==> config.mk <==
export PLATFORM = sky130hd
export DESIGN_NAME = zports_top
export DESIGN_NICKNAME = d
export VERILOG_FILES = /design/src/zports_pkg.sv /design/src/zbus_access.sv /design/src/xt_regs.sv /design/src/sd_ports.sv /design/src/port_read_mux.sv /design/src/zports_top.sv
export VERILOG_INCLUDE_DIRS = /design/src
export SDC_FILE = /design/constraint.sdc
export NUM_CORES = 1
export LEC_CHECK = 0
export ABC_AREA = 0
export BUFFER_PORTS_ARGS = -buffer_cell sky130_fd_sc_hd__buf_2
export CAP_MARGIN = 5
export CORE_UTILIZATION = 50
export DETAILED_ROUTE_END_ITERATION = 16
export PLACE_DENSITY = 0.83
export SYNTH_ARGS = -nofsm -noshare
export SYNTH_HDL_FRONTEND = slang
export SYNTH_SLANG_ARGS = --single-unit
==> constraint.sdc <==
create_clock -name zclk -period 2.8 [get_ports zclk]
set_clock_uncertainty 0.1 [all_clocks]
set_input_delay 0.28 -clock zclk [delete_from_list [all_inputs] [get_ports zclk]]
set_output_delay 0.28 -clock zclk [all_outputs]
set_load 0.01 [all_outputs]
==> src/zports_consts.svh <==
// port addresses, xxAF register indices and reset values, included by RTL and testbench
`ifndef ZPORTS_CONSTS_SVH
`define ZPORTS_CONSTS_SVH

// low address byte of each decoded port
`define PORT_FE      8'hFE
`define PORT_XT      8'hAF
`define PORT_FD      8'hFD
`define PORT_SDCFG   8'h77
`define PORT_SDDAT   8'h57

// xxAF register index, taken from the high address byte
`define XT_XSTAT     8'h00
`define XT_RAMPAGE   8'h10 // covers 10..13
`define XT_SYSCONF   8'h20
`define XT_MEMCONF   8'h21
`define XT_IM2VECT   8'h25
`define XT_DMASTAT   8'h27

// reset values of the system registers
`define SYSCONF_RST  8'h01 // turbo 7 MHz
`define MEMCONF_RST  8'h04 // no map
`define IM2VECT_RST  8'hFF

// power-up page map, page 0 to 3
`define PAGE0_RST    8'h00
`define PAGE1_RST    8'h05
`define PAGE2_RST    8'h02
`define PAGE3_RST    8'h00

`endif

==> src/zports_pkg.sv <==
// shared types of the port block, compiled before every module that uses them
package zports_pkg;

	// one byte on the Z80 data bus
	typedef logic [7:0] byte_t;

	// full 16-bit I/O address
	typedef logic [15:0] addr_t;

	// RAM page number
	typedef logic [7:0] page_t;

	// pages 3..0, page 3 in the top byte
	typedef logic [31:0] xt_page_t;

	// port decoded from the low address byte
	typedef enum logic [2:0] {
		PORT_NONE,
		PORT_FE,
		PORT_XT,
		PORT_7FFD,
		PORT_SDCFG,
		PORT_SDDAT
	} port_id_t;

	// one bus access, valid while wr or rd is high
	typedef struct packed {
		port_id_t port;
		byte_t    xt_index; // high address byte
		byte_t    data;     // write data
		logic     wr;
		logic     rd;
		logic     a15;
	} io_access_t;

endpackage

==> src/zbus_access.sv <==
// bus access stage: turns the iowr and iord levels into decoded one-cycle access pulses
`include "zports_consts.svh"

module zbus_access (
	input  logic                   zclk,
	input  logic                   rst,
	input  zports_pkg::addr_t      a,
	input  zports_pkg::byte_t      din,
	input  logic                   iowr,
	input  logic                   iord,
	output zports_pkg::io_access_t acc
);

	logic wr_s, rd_s; // sampled levels
	logic wr_d, rd_d; // one cycle older
	logic wr_q, rd_q;

	zports_pkg::port_id_t port_d;
	zports_pkg::port_id_t port_q;
	zports_pkg::byte_t    hi_q;
	zports_pkg::byte_t    data_q;
	logic                 a15_q;

	// decode of the low address byte
	always_comb
	begin
		case (a[7:0])
			`PORT_FE:    port_d = zports_pkg::PORT_FE;
			`PORT_XT:    port_d = zports_pkg::PORT_XT;
			`PORT_FD:    port_d = a[15] ? zports_pkg::PORT_NONE : zports_pkg::PORT_7FFD; // AY when a15 set
			`PORT_SDCFG: port_d = zports_pkg::PORT_SDCFG;
			`PORT_SDDAT: port_d = zports_pkg::PORT_SDDAT;
			default:     port_d = zports_pkg::PORT_NONE;
		endcase
	end

	always_ff @(posedge zclk)
	begin
		if (rst)
		begin
			wr_s <= 1'b0;
			rd_s <= 1'b0;
			wr_d <= 1'b0;
			rd_d <= 1'b0;
			wr_q <= 1'b0;
			rd_q <= 1'b0;
		end
		else
		begin
			wr_s <= iowr;
			rd_s <= iord;
			wr_d <= wr_s;
			rd_d <= rd_s;
			wr_q <= wr_s & ~wr_d; // rising edge only
			rd_q <= rd_s & ~rd_d;
		end
	end

	// payload travels with the pulse
	always_ff @(posedge zclk)
	begin
		port_q <= port_d;
		hi_q   <= a[15:8];
		data_q <= din;
		a15_q  <= a[15];
	end

	assign acc = '{port: port_q, xt_index: hi_q, data: data_q, wr: wr_q, rd: rd_q, a15: a15_q};

endmodule

==> src/xt_regs.sv <==
// system registers behind port xxAF and the 7FFD paging port with its locks
`include "zports_consts.svh"

module xt_regs (
	input  logic                   zclk,
	input  logic                   rst,
	input  zports_pkg::io_access_t acc,
	output zports_pkg::xt_page_t   xt_page,
	output zports_pkg::byte_t      sysconf,
	output zports_pkg::byte_t      memconf,
	output zports_pkg::byte_t      im2vect
);

	localparam zports_pkg::byte_t RAMPAGE_IDX = `XT_RAMPAGE;
	localparam zports_pkg::byte_t SYSCONF_IDX = `XT_SYSCONF;
	localparam zports_pkg::byte_t MEMCONF_IDX = `XT_MEMCONF;
	localparam zports_pkg::byte_t IM2VECT_IDX = `XT_IM2VECT;

	zports_pkg::page_t pages [4];

	logic lck48;   // set once by 7FFD bit 5, cleared only by reset
	logic lock128;
	logic xt_wr;
	logic p7ffd_wr;

	assign xt_wr    = acc.wr && (acc.port == zports_pkg::PORT_XT);
	assign p7ffd_wr = acc.wr && (acc.port == zports_pkg::PORT_7FFD) && !lck48;

	// 128K lock keeps page 3 inside the first 8 pages
	assign lock128 = memconf[6];

	always_ff @(posedge zclk)
	begin
		if (rst)
		begin
			lck48    <= 1'b0;
			sysconf  <= `SYSCONF_RST;
			memconf  <= `MEMCONF_RST;
			im2vect  <= `IM2VECT_RST;
			pages[0] <= `PAGE0_RST;
			pages[1] <= `PAGE1_RST;
			pages[2] <= `PAGE2_RST;
			pages[3] <= `PAGE3_RST;
		end
		else if (p7ffd_wr)
		begin
			pages[3]   <= {3'b000, lock128 ? 2'b00 : acc.data[7:6], acc.data[2:0]};
			memconf[0] <= acc.data[4]; // rom select
			lck48      <= acc.data[5];
		end
		else if (xt_wr)
		begin
			if (acc.xt_index[7:2] == RAMPAGE_IDX[7:2])
			begin
				pages[acc.xt_index[1:0]] <= acc.data;
			end
			if (acc.xt_index == SYSCONF_IDX)
			begin
				sysconf <= acc.data;
			end
			if (acc.xt_index == MEMCONF_IDX)
			begin
				memconf <= acc.data;
			end
			if (acc.xt_index == IM2VECT_IDX)
			begin
				im2vect <= acc.data;
			end
		end
	end

	assign xt_page = {pages[3], pages[2], pages[1], pages[0]};

endmodule

==> src/sd_ports.sv <==
// SD card ports 77 and 57: chip select register, SPI start pulse and outgoing byte
module sd_ports (
	input  logic                   zclk,
	input  logic                   rst,
	input  zports_pkg::io_access_t acc,
	output logic                   sdcs_n,
	output logic                   sd_start,
	output zports_pkg::byte_t      sd_datain
);

	logic sdcfg_wr;
	logic sddat_hit;

	assign sdcfg_wr  = acc.wr && (acc.port == zports_pkg::PORT_SDCFG);
	assign sddat_hit = acc.port == zports_pkg::PORT_SDDAT;

	// chip select, deselected after reset
	always_ff @(posedge zclk)
	begin
		if (rst)
			sdcs_n <= 1'b1;
		else if (sdcfg_wr)
			sdcs_n <= acc.data[1];
	end

	// one SPI exchange per data port access
	assign sd_start = sddat_hit && (acc.wr || acc.rd);

	// a read clocks FF out to get the card's byte back
	assign sd_datain = acc.wr ? acc.data : 8'hFF;

endmodule

==> src/port_read_mux.sv <==
// read side of the port block: read data selection, port hit decode and the power-up flag
`include "zports_consts.svh"

module port_read_mux (
	input  logic                   zclk,
	input  logic                   rst,
	input  zports_pkg::addr_t      a,
	input  zports_pkg::io_access_t acc,
	input  logic                   iord,
	input  logic [4:0]             keys_in,
	input  logic                   tape_read,
	input  logic                   dma_act,
	input  zports_pkg::byte_t      sd_dataout,
	input  zports_pkg::xt_page_t   xt_page,
	output zports_pkg::byte_t      dout,
	output logic                   dataout,
	output logic                   porthit
);

	zports_pkg::byte_t loa;
	zports_pkg::byte_t hoa;
	logic              pwr_up;
	logic              ext_port;

	assign loa = a[7:0];
	assign hoa = a[15:8];

	assign porthit = (loa == `PORT_FE) || (loa == `PORT_XT) || (loa == `PORT_FD)
		|| (loa == `PORT_SDCFG) || (loa == `PORT_SDDAT);

	assign ext_port = (loa == `PORT_FD) && a[15]; // AY owns the bus here
	assign dataout  = porthit && iord && !ext_port;

	// cleared by the first status read after reset
	always_ff @(posedge zclk)
	begin
		if (rst)
			pwr_up <= 1'b1;
		else if (acc.rd && (acc.port == zports_pkg::PORT_XT) && (acc.xt_index == `XT_XSTAT))
			pwr_up <= 1'b0;
	end

	always_comb
	begin
		case (loa)
			`PORT_FE:    dout = {1'b1, tape_read, 1'b0, keys_in};
			`PORT_XT:
			begin
				case (hoa)
					`XT_XSTAT:            dout = {1'b0, pwr_up, 6'b000000};
					`XT_DMASTAT:          dout = {dma_act, 7'b0000000};
					`XT_RAMPAGE + 8'd2:   dout = xt_page[23:16];
					`XT_RAMPAGE + 8'd3:   dout = xt_page[31:24];
					default:              dout = 8'hFF;
				endcase
			end
			`PORT_SDCFG: dout = 8'h00; // card always present, not write protected
			`PORT_SDDAT: dout = sd_dataout;
			default:     dout = 8'hFF;
		endcase
	end

endmodule

==> src/zports_top.sv <==
// top of the port block, wires the bus access stage to the register, SD and read blocks
module zports_top (
	input  logic                 zclk,
	input  logic                 rst,

	input  zports_pkg::addr_t    a,
	input  zports_pkg::byte_t    din,
	input  logic                 iowr,
	input  logic                 iord,
	output zports_pkg::byte_t    dout,
	output logic                 dataout,
	output logic                 porthit,

	input  logic [4:0]           keys_in,   // port FE
	input  logic                 tape_read,
	input  logic                 dma_act,

	output zports_pkg::xt_page_t xt_page,
	output zports_pkg::byte_t    sysconf,
	output zports_pkg::byte_t    memconf,
	output zports_pkg::byte_t    im2vect,

	output logic                 sdcs_n,
	output logic                 sd_start,
	output zports_pkg::byte_t    sd_datain,
	input  zports_pkg::byte_t    sd_dataout
);

	zports_pkg::io_access_t acc;

	zbus_access u_access (
		.zclk (zclk),
		.rst  (rst),
		.a    (a),
		.din  (din),
		.iowr (iowr),
		.iord (iord),
		.acc  (acc)
	);

	xt_regs u_xt_regs (
		.zclk    (zclk),
		.rst     (rst),
		.acc     (acc),
		.xt_page (xt_page),
		.sysconf (sysconf),
		.memconf (memconf),
		.im2vect (im2vect)
	);

	sd_ports u_sd_ports (
		.zclk      (zclk),
		.rst       (rst),
		.acc       (acc),
		.sdcs_n    (sdcs_n),
		.sd_start  (sd_start),
		.sd_datain (sd_datain)
	);

	// read data follows the live address, not acc
	port_read_mux u_read_mux (
		.zclk       (zclk),
		.rst        (rst),
		.a          (a),
		.acc        (acc),
		.iord       (iord),
		.keys_in    (keys_in),
		.tape_read  (tape_read),
		.dma_act    (dma_act),
		.sd_dataout (sd_dataout),
		.xt_page    (xt_page),
		.dout       (dout),
		.dataout    (dataout),
		.porthit    (porthit)
	);

endmodule

Yosys cells after proc, flatten, opt, wreduce, memory -nomap -nowiden
Memory sizes are Yosys's and may differ from the RTL's.
Index checks and enable logic that the tools add are counted.
- bits in registers: 52
- RAM bits: 32
- input bits: 43
- output and inout port bits: 76
- logic and storage cells: 88
- memories: 1
- eq/ne operators: 16
- multiplexer cells: 23
- bitwise operators: 6
- reduce and logical (&&, ||, !) cells: 26
- memory list (name ; depth ; bits a word ; read ports ; clocked after memory_dff ; write ports ; line ; source):
    u_xt_regs.pages ; 4 ; 8 ; 4 ; 0 ; 4 ; xt_regs.sv:19 ; zports_pkg::page_t pages [4];
- operators with widths (operator ; number):
    $pmux 8 s4 ; 2
    $eq 8x6->1 const B ; 4
    $eq 8x8->1 const B ; 3
    $mux 8 ; 3
    $eq 8x5->1 const B ; 2
    $eq 8x7->1 const B ; 2
    $logic_not 8->1 ; 2
    $pmux 3 s5 ; 1
    $mux 1 ; 14
    $logic_and 1x1->1 ; 10
    $reduce_and 3->1 ; 3
    $reduce_or 8->1 ; 1
    $eq 3x2->1 const B ; 2
    $eq 3x3->1 const B ; 2
    $eq 6x3->1 const B ; 1
    $mux 2 ; 3
    $logic_or 1x1->1 ; 5
    $reduce_bool 2->1 ; 2
    $not 1->1 ; 3
    $and 1x1->1 ; 2
    $logic_not 1->1 ; 2
    $reduce_and 2->1 ; 1
    $or 1x1->1 ; 1

Longest topological paths before layout
- depth in word-level cells: 8
- gate-level depth with buffers: 6
- gate-level depth less buffers: 4

Cells and area by module
Synthesis repeated with hierarchy kept, for this count alone.
- cell total of the unflattened synthesis: 315
- area, all modules: 3637.2 sq um
- by module, submodules not included (module ; times used ; cells an instance ; area each (sq um) ; seq. area each (sq um)):
    xt_regs ; 1 ; 181 ; 2309.7 ; 1461.4
    zbus_access ; 1 ; 47 ; 646.9 ; 500.5
    port_read_mux ; 1 ; 72 ; 558.0 ; 20.0
    sd_ports ; 1 ; 15 ; 122.6 ; 20.0

Worst setup path before layout
Ideal clock, no wire load.
- kind: reg-to-reg
- start: register u_access.port_q[2]
- end: memory u_xt_regs.pages[3][0] in the netlist's numbering, enable pin
- library setup time: 404 ps
- arrival: 2087 ps
- data required time: 2296 ps
- slack: 209 ps
- cell stages (with the launch flop): 4
- buffers on the path: 0
- clock period less this slack: 2591 ps
- cells stage by stage: dfxtp_1 -> nor4b_4 -> nand4_4 -> o311ai_0
- RTL lines (element ; line ; source):
    start, declared ; zbus_access.sv:19 ; zports_pkg::port_id_t port_q;
    start signal, assigned ; zbus_access.sv:62 ; port_q <= port_d;
    end, declared ; xt_regs.sv:19 ;

Final worst setup path
- start: input a[15]
- end: output dout[1]
- longest elaborated chain between the ends: 3
- elaborated cells on any way between the ends: 6
- those cells by class: eq/ne (3); mux (2); reduce/logical (1)
- RTL lines (element ; line ; source):
    start, declared ; zports_top.sv:6 ; input zports_pkg::addr_t a,
    $eq 8x5->1 (tied with other cells) ; port_read_mux.sv:49 ; case (hoa)
    $pmux 8 s4 * ; port_read_mux.sv:49 ;
    $pmux 8 s4 * ; port_read_mux.sv:45 ; case (loa)
    end, declared ; zports_top.sv:10 ; output zports_pkg::byte_t dout,
Every way passes the cells marked *; elsewhere a longest branch is shown, timed or not.

==> results.toml <==
[global_routing]
track_usage_pct = 22.69
grt_pass1_wl_mm = 12.81
antenna_found_initial = 0
grt_overflow = 0
grt_pass1_vias = 2641
grt_start_max_net_pins = 29

[finish]
finalNetCount = 495
syn_to_final_growth_pct = 29.37
antennaDiodeCount = 0
fillers = 556
final_cell_mix = "buf_2, dfxtp_1, edfxtp_1"
layout_commonest_cell = "buf_2"
instances_no_fill = 553
stdcell_area_um2 = 4558
drive_gt1_share_pct = 33.70

[sta]
worstMarginPinSlew_ps = 689.6
setup_violations = 0
period_share_pct = 92.42
hold_ws_ps = 35.69
rsz0062_at_grt = "false"
maxSlewViolCount = 0
period_needed_ps = 2588
timing.fmax_mhz = 386.4
hold_viol_final = 0
fin_setup_tns_ps = 0
relSlewSlack_pct = 53.67
setup_slack_ps = 212.3

[logic_synthesis]
synth_ff_type = "dfxtp_1"
avgSynthCellArea_um2 = 11.15
synth_area_um2 = 3523
synthArstFlopShare_pct = 0
yosysWarnings = 0
yosysUniqueCellTypes = 45
synth-edff-count = 32
syn_inst = 316
seq_area_frac_synth_pct = 56.82
syn_nets = 359
synth-seq-cells = 84

[drt]
first_pass_iters = 4
wl_per_cell_um = 15.21
viasPerCell = 5.215
drc_errors = 0
vias = 2884
drt-total-wl_mm = 8.410
drtIter0Drc = 178
antenna_left = 0

[placement]
postPlaceCellArea_um2 = 4223
pre_cts_ws_ps = 624.8
globalplace.congestion = 0.8354
dp.final_hpwl_mm = 6.105
io_buffers = 118
dp_cells = 524

[cts]
clock-sinks = 84
ctsHoldBuffers = 13
clkSlewWorstSetupHoldPaths_ps = 80
cts_buffers = 9
root_buffer = "clkbuf_8"
max-clock-path-buffers = 2
cts_tree = "done"
postCtsResizedCells = 0
post-cts-setup-buffers = 0
h-tree-depth = 3
clock_latency_ps = 360

[die]
ios = 119
dieArea_um2 = 7387
die_h_um = 85.95
coreArea_um2 = 6794
die_w_um = 85.95
num_rows = 30
start_util_pct = 51.86

[setup_path]
critPathMaxFanout = 8
required_ps = 2420
crit_slowest_cell = "dlygate4sd3_1"
worstPathCellList = "dlygate4sd3_1, buf_2, nor3_1, o211ai_1, a21oi_1, o211ai_1, buf_2"
max_stage_delay_ps = 530
worstSetupEndpointType = "output pin"
worstSetupPathType = "in2out"
worst_ep_arrival_time_ps = 2210
start_kind = "primary input"

[pwr]
leakagePower_uw = 0.002048
powerDensity_nw_per_um2 = 521.3
vdd_drop_max_mv = 0.4782

[run_status]
status = "finished clean"

[worst_hold_path]
hp-class = "in2reg"

[job]
cap_violations = 0
==> routing by layer <==
| layer | vias up | part of all wire, % | track usage, % |
|---|---|---|---|
| met1 | 1347 | 44 | 28.53 |
| met4 | 0 | 1.0 | 7.273 |
| li1 | 1417 | - | - |
| met5 | - | 0 | 0 |
| met3 | 8 | 7.6 | 5.294 |
| met2 | 112 | 47 | 38.67 |
==> Yosys cell counts (all sizes together), types with 2 or more instances <==
cell / instances / area share (%)
nand4: 6 / 1.8
nand3b: 2 / 0.43
or2: 5 / 0.89
mux2i: 21 / 6.0
a22oi: 7 / 1.5
nand2b: 3 / 0.53
o21ai: 3 / 0.75
clkbuf: 7 / 0.75
a211o: 3 / 0.75
edfxtp: 32 / 27
o2111a: 2 / 0.64
nand3: 4 / 0.57
nor2b: 12 / 2.1
buf: 3 / 0.43
nand4bb: 2 / 0.64
nor2: 31 / 3.3
nand4b: 2 / 0.50
nor3: 9 / 1.3
nor4: 6 / 1.9
inv: 10 / 1.1
o211ai: 16 / 3.4
dfxtp: 52 / 30
a21oi: 11 / 1.6
nor4bb: 2 / 0.57
nand2: 24 / 2.6
a21o: 4 / 0.85
nor3b: 2 / 0.57
nor4b: 2 / 1.3
and2: 22 / 3.9
==> report_power, final <==
part           switching, uW  total [uW]  leakage, uW  internal [uW]
sequential              29.5        1330     0.000743           1300
combinational           91.5         165      0.00120           73.1
clock                    459         885     0.000103            426
==> worst paths after layout <==
path	from	slack, ps	to	depth (start not counted)
min reg2reg	u_access.rd_d$_SDFF_PP0_	290	u_access.rd_q$_SDFF_PP0_	1
max reg2reg	u_access.port_q[2]$_DFF_P_	650	u_xt_regs.pages[0][2]$_SDFFCE_PN0P_	4
min	a[9]	40	u_access.hi_q[1]$_DFF_P_	1
max	a[15]	210	dout[1]	7
==> final cells by class <==
cell class	instances	area, um2	area share, %
Inverter	11	41.29	0.9058
Clock buffer	9	123.9	2.718
Sequential cell	84	2002	43.92
Timing Repair Buffer	135	750.7	16.47
Clock inverter	7	81.33	1.784
Tap cell	96	120.1	2.635
Multi-Input combinational cell	211	1439	31.57
==> cells by family (layout without fill, tap and decap cells) <==
group	count (synthesis)	count (layout)	synth area share, %
compound gates	52	52	10.94
buf+inv	21	162	2.344
flops	84	84	56.82
mux	21	21	5.966
simple gates	138	138	23.93
==> sequential cells by signal, summed over array words and instances (netlist names) <==
| name | flops |
|---|---|
| u_access.data_q | 8 |
| u_access.hi_q | 8 |
| u_access.port_q | 3 |
| u_access.rd_d | 1 |
| u_access.rd_q | 1 |
| u_access.rd_s | 1 |
| u_access.wr_d | 1 |
| u_access.wr_q | 1 |
| u_access.wr_s | 1 |
| u_read_mux.pwr_up | 1 |
| u_sd_ports.sdcs_n | 1 |
| u_xt_regs.im2vect | 8 |
| u_xt_regs.lck48 | 1 |
| u_xt_regs.memconf | 8 |
| u_xt_regs.pages | 32 |
| u_xt_regs.sysconf | 8 |
==> per-stage QoR <==
stage	power (uW)	util, %
4_1_cts	2380	67.09
2_1_floorplan	1419	-
5_1_grt	2448	67.09
6_report	2376	67.09
3_5_place_dp	1503	62.15
3_3_place_gp	1499	62.15
==> critical path: cells and delay by family <==
kind / cells / cell delay (ps)
buffers and inverters: 3 / 850
AOI/OAI and AO/OA: 3 / 700
and+or+nand+nor: 1 / 390
Note: power is estimated with default switching activity, not from simulation.
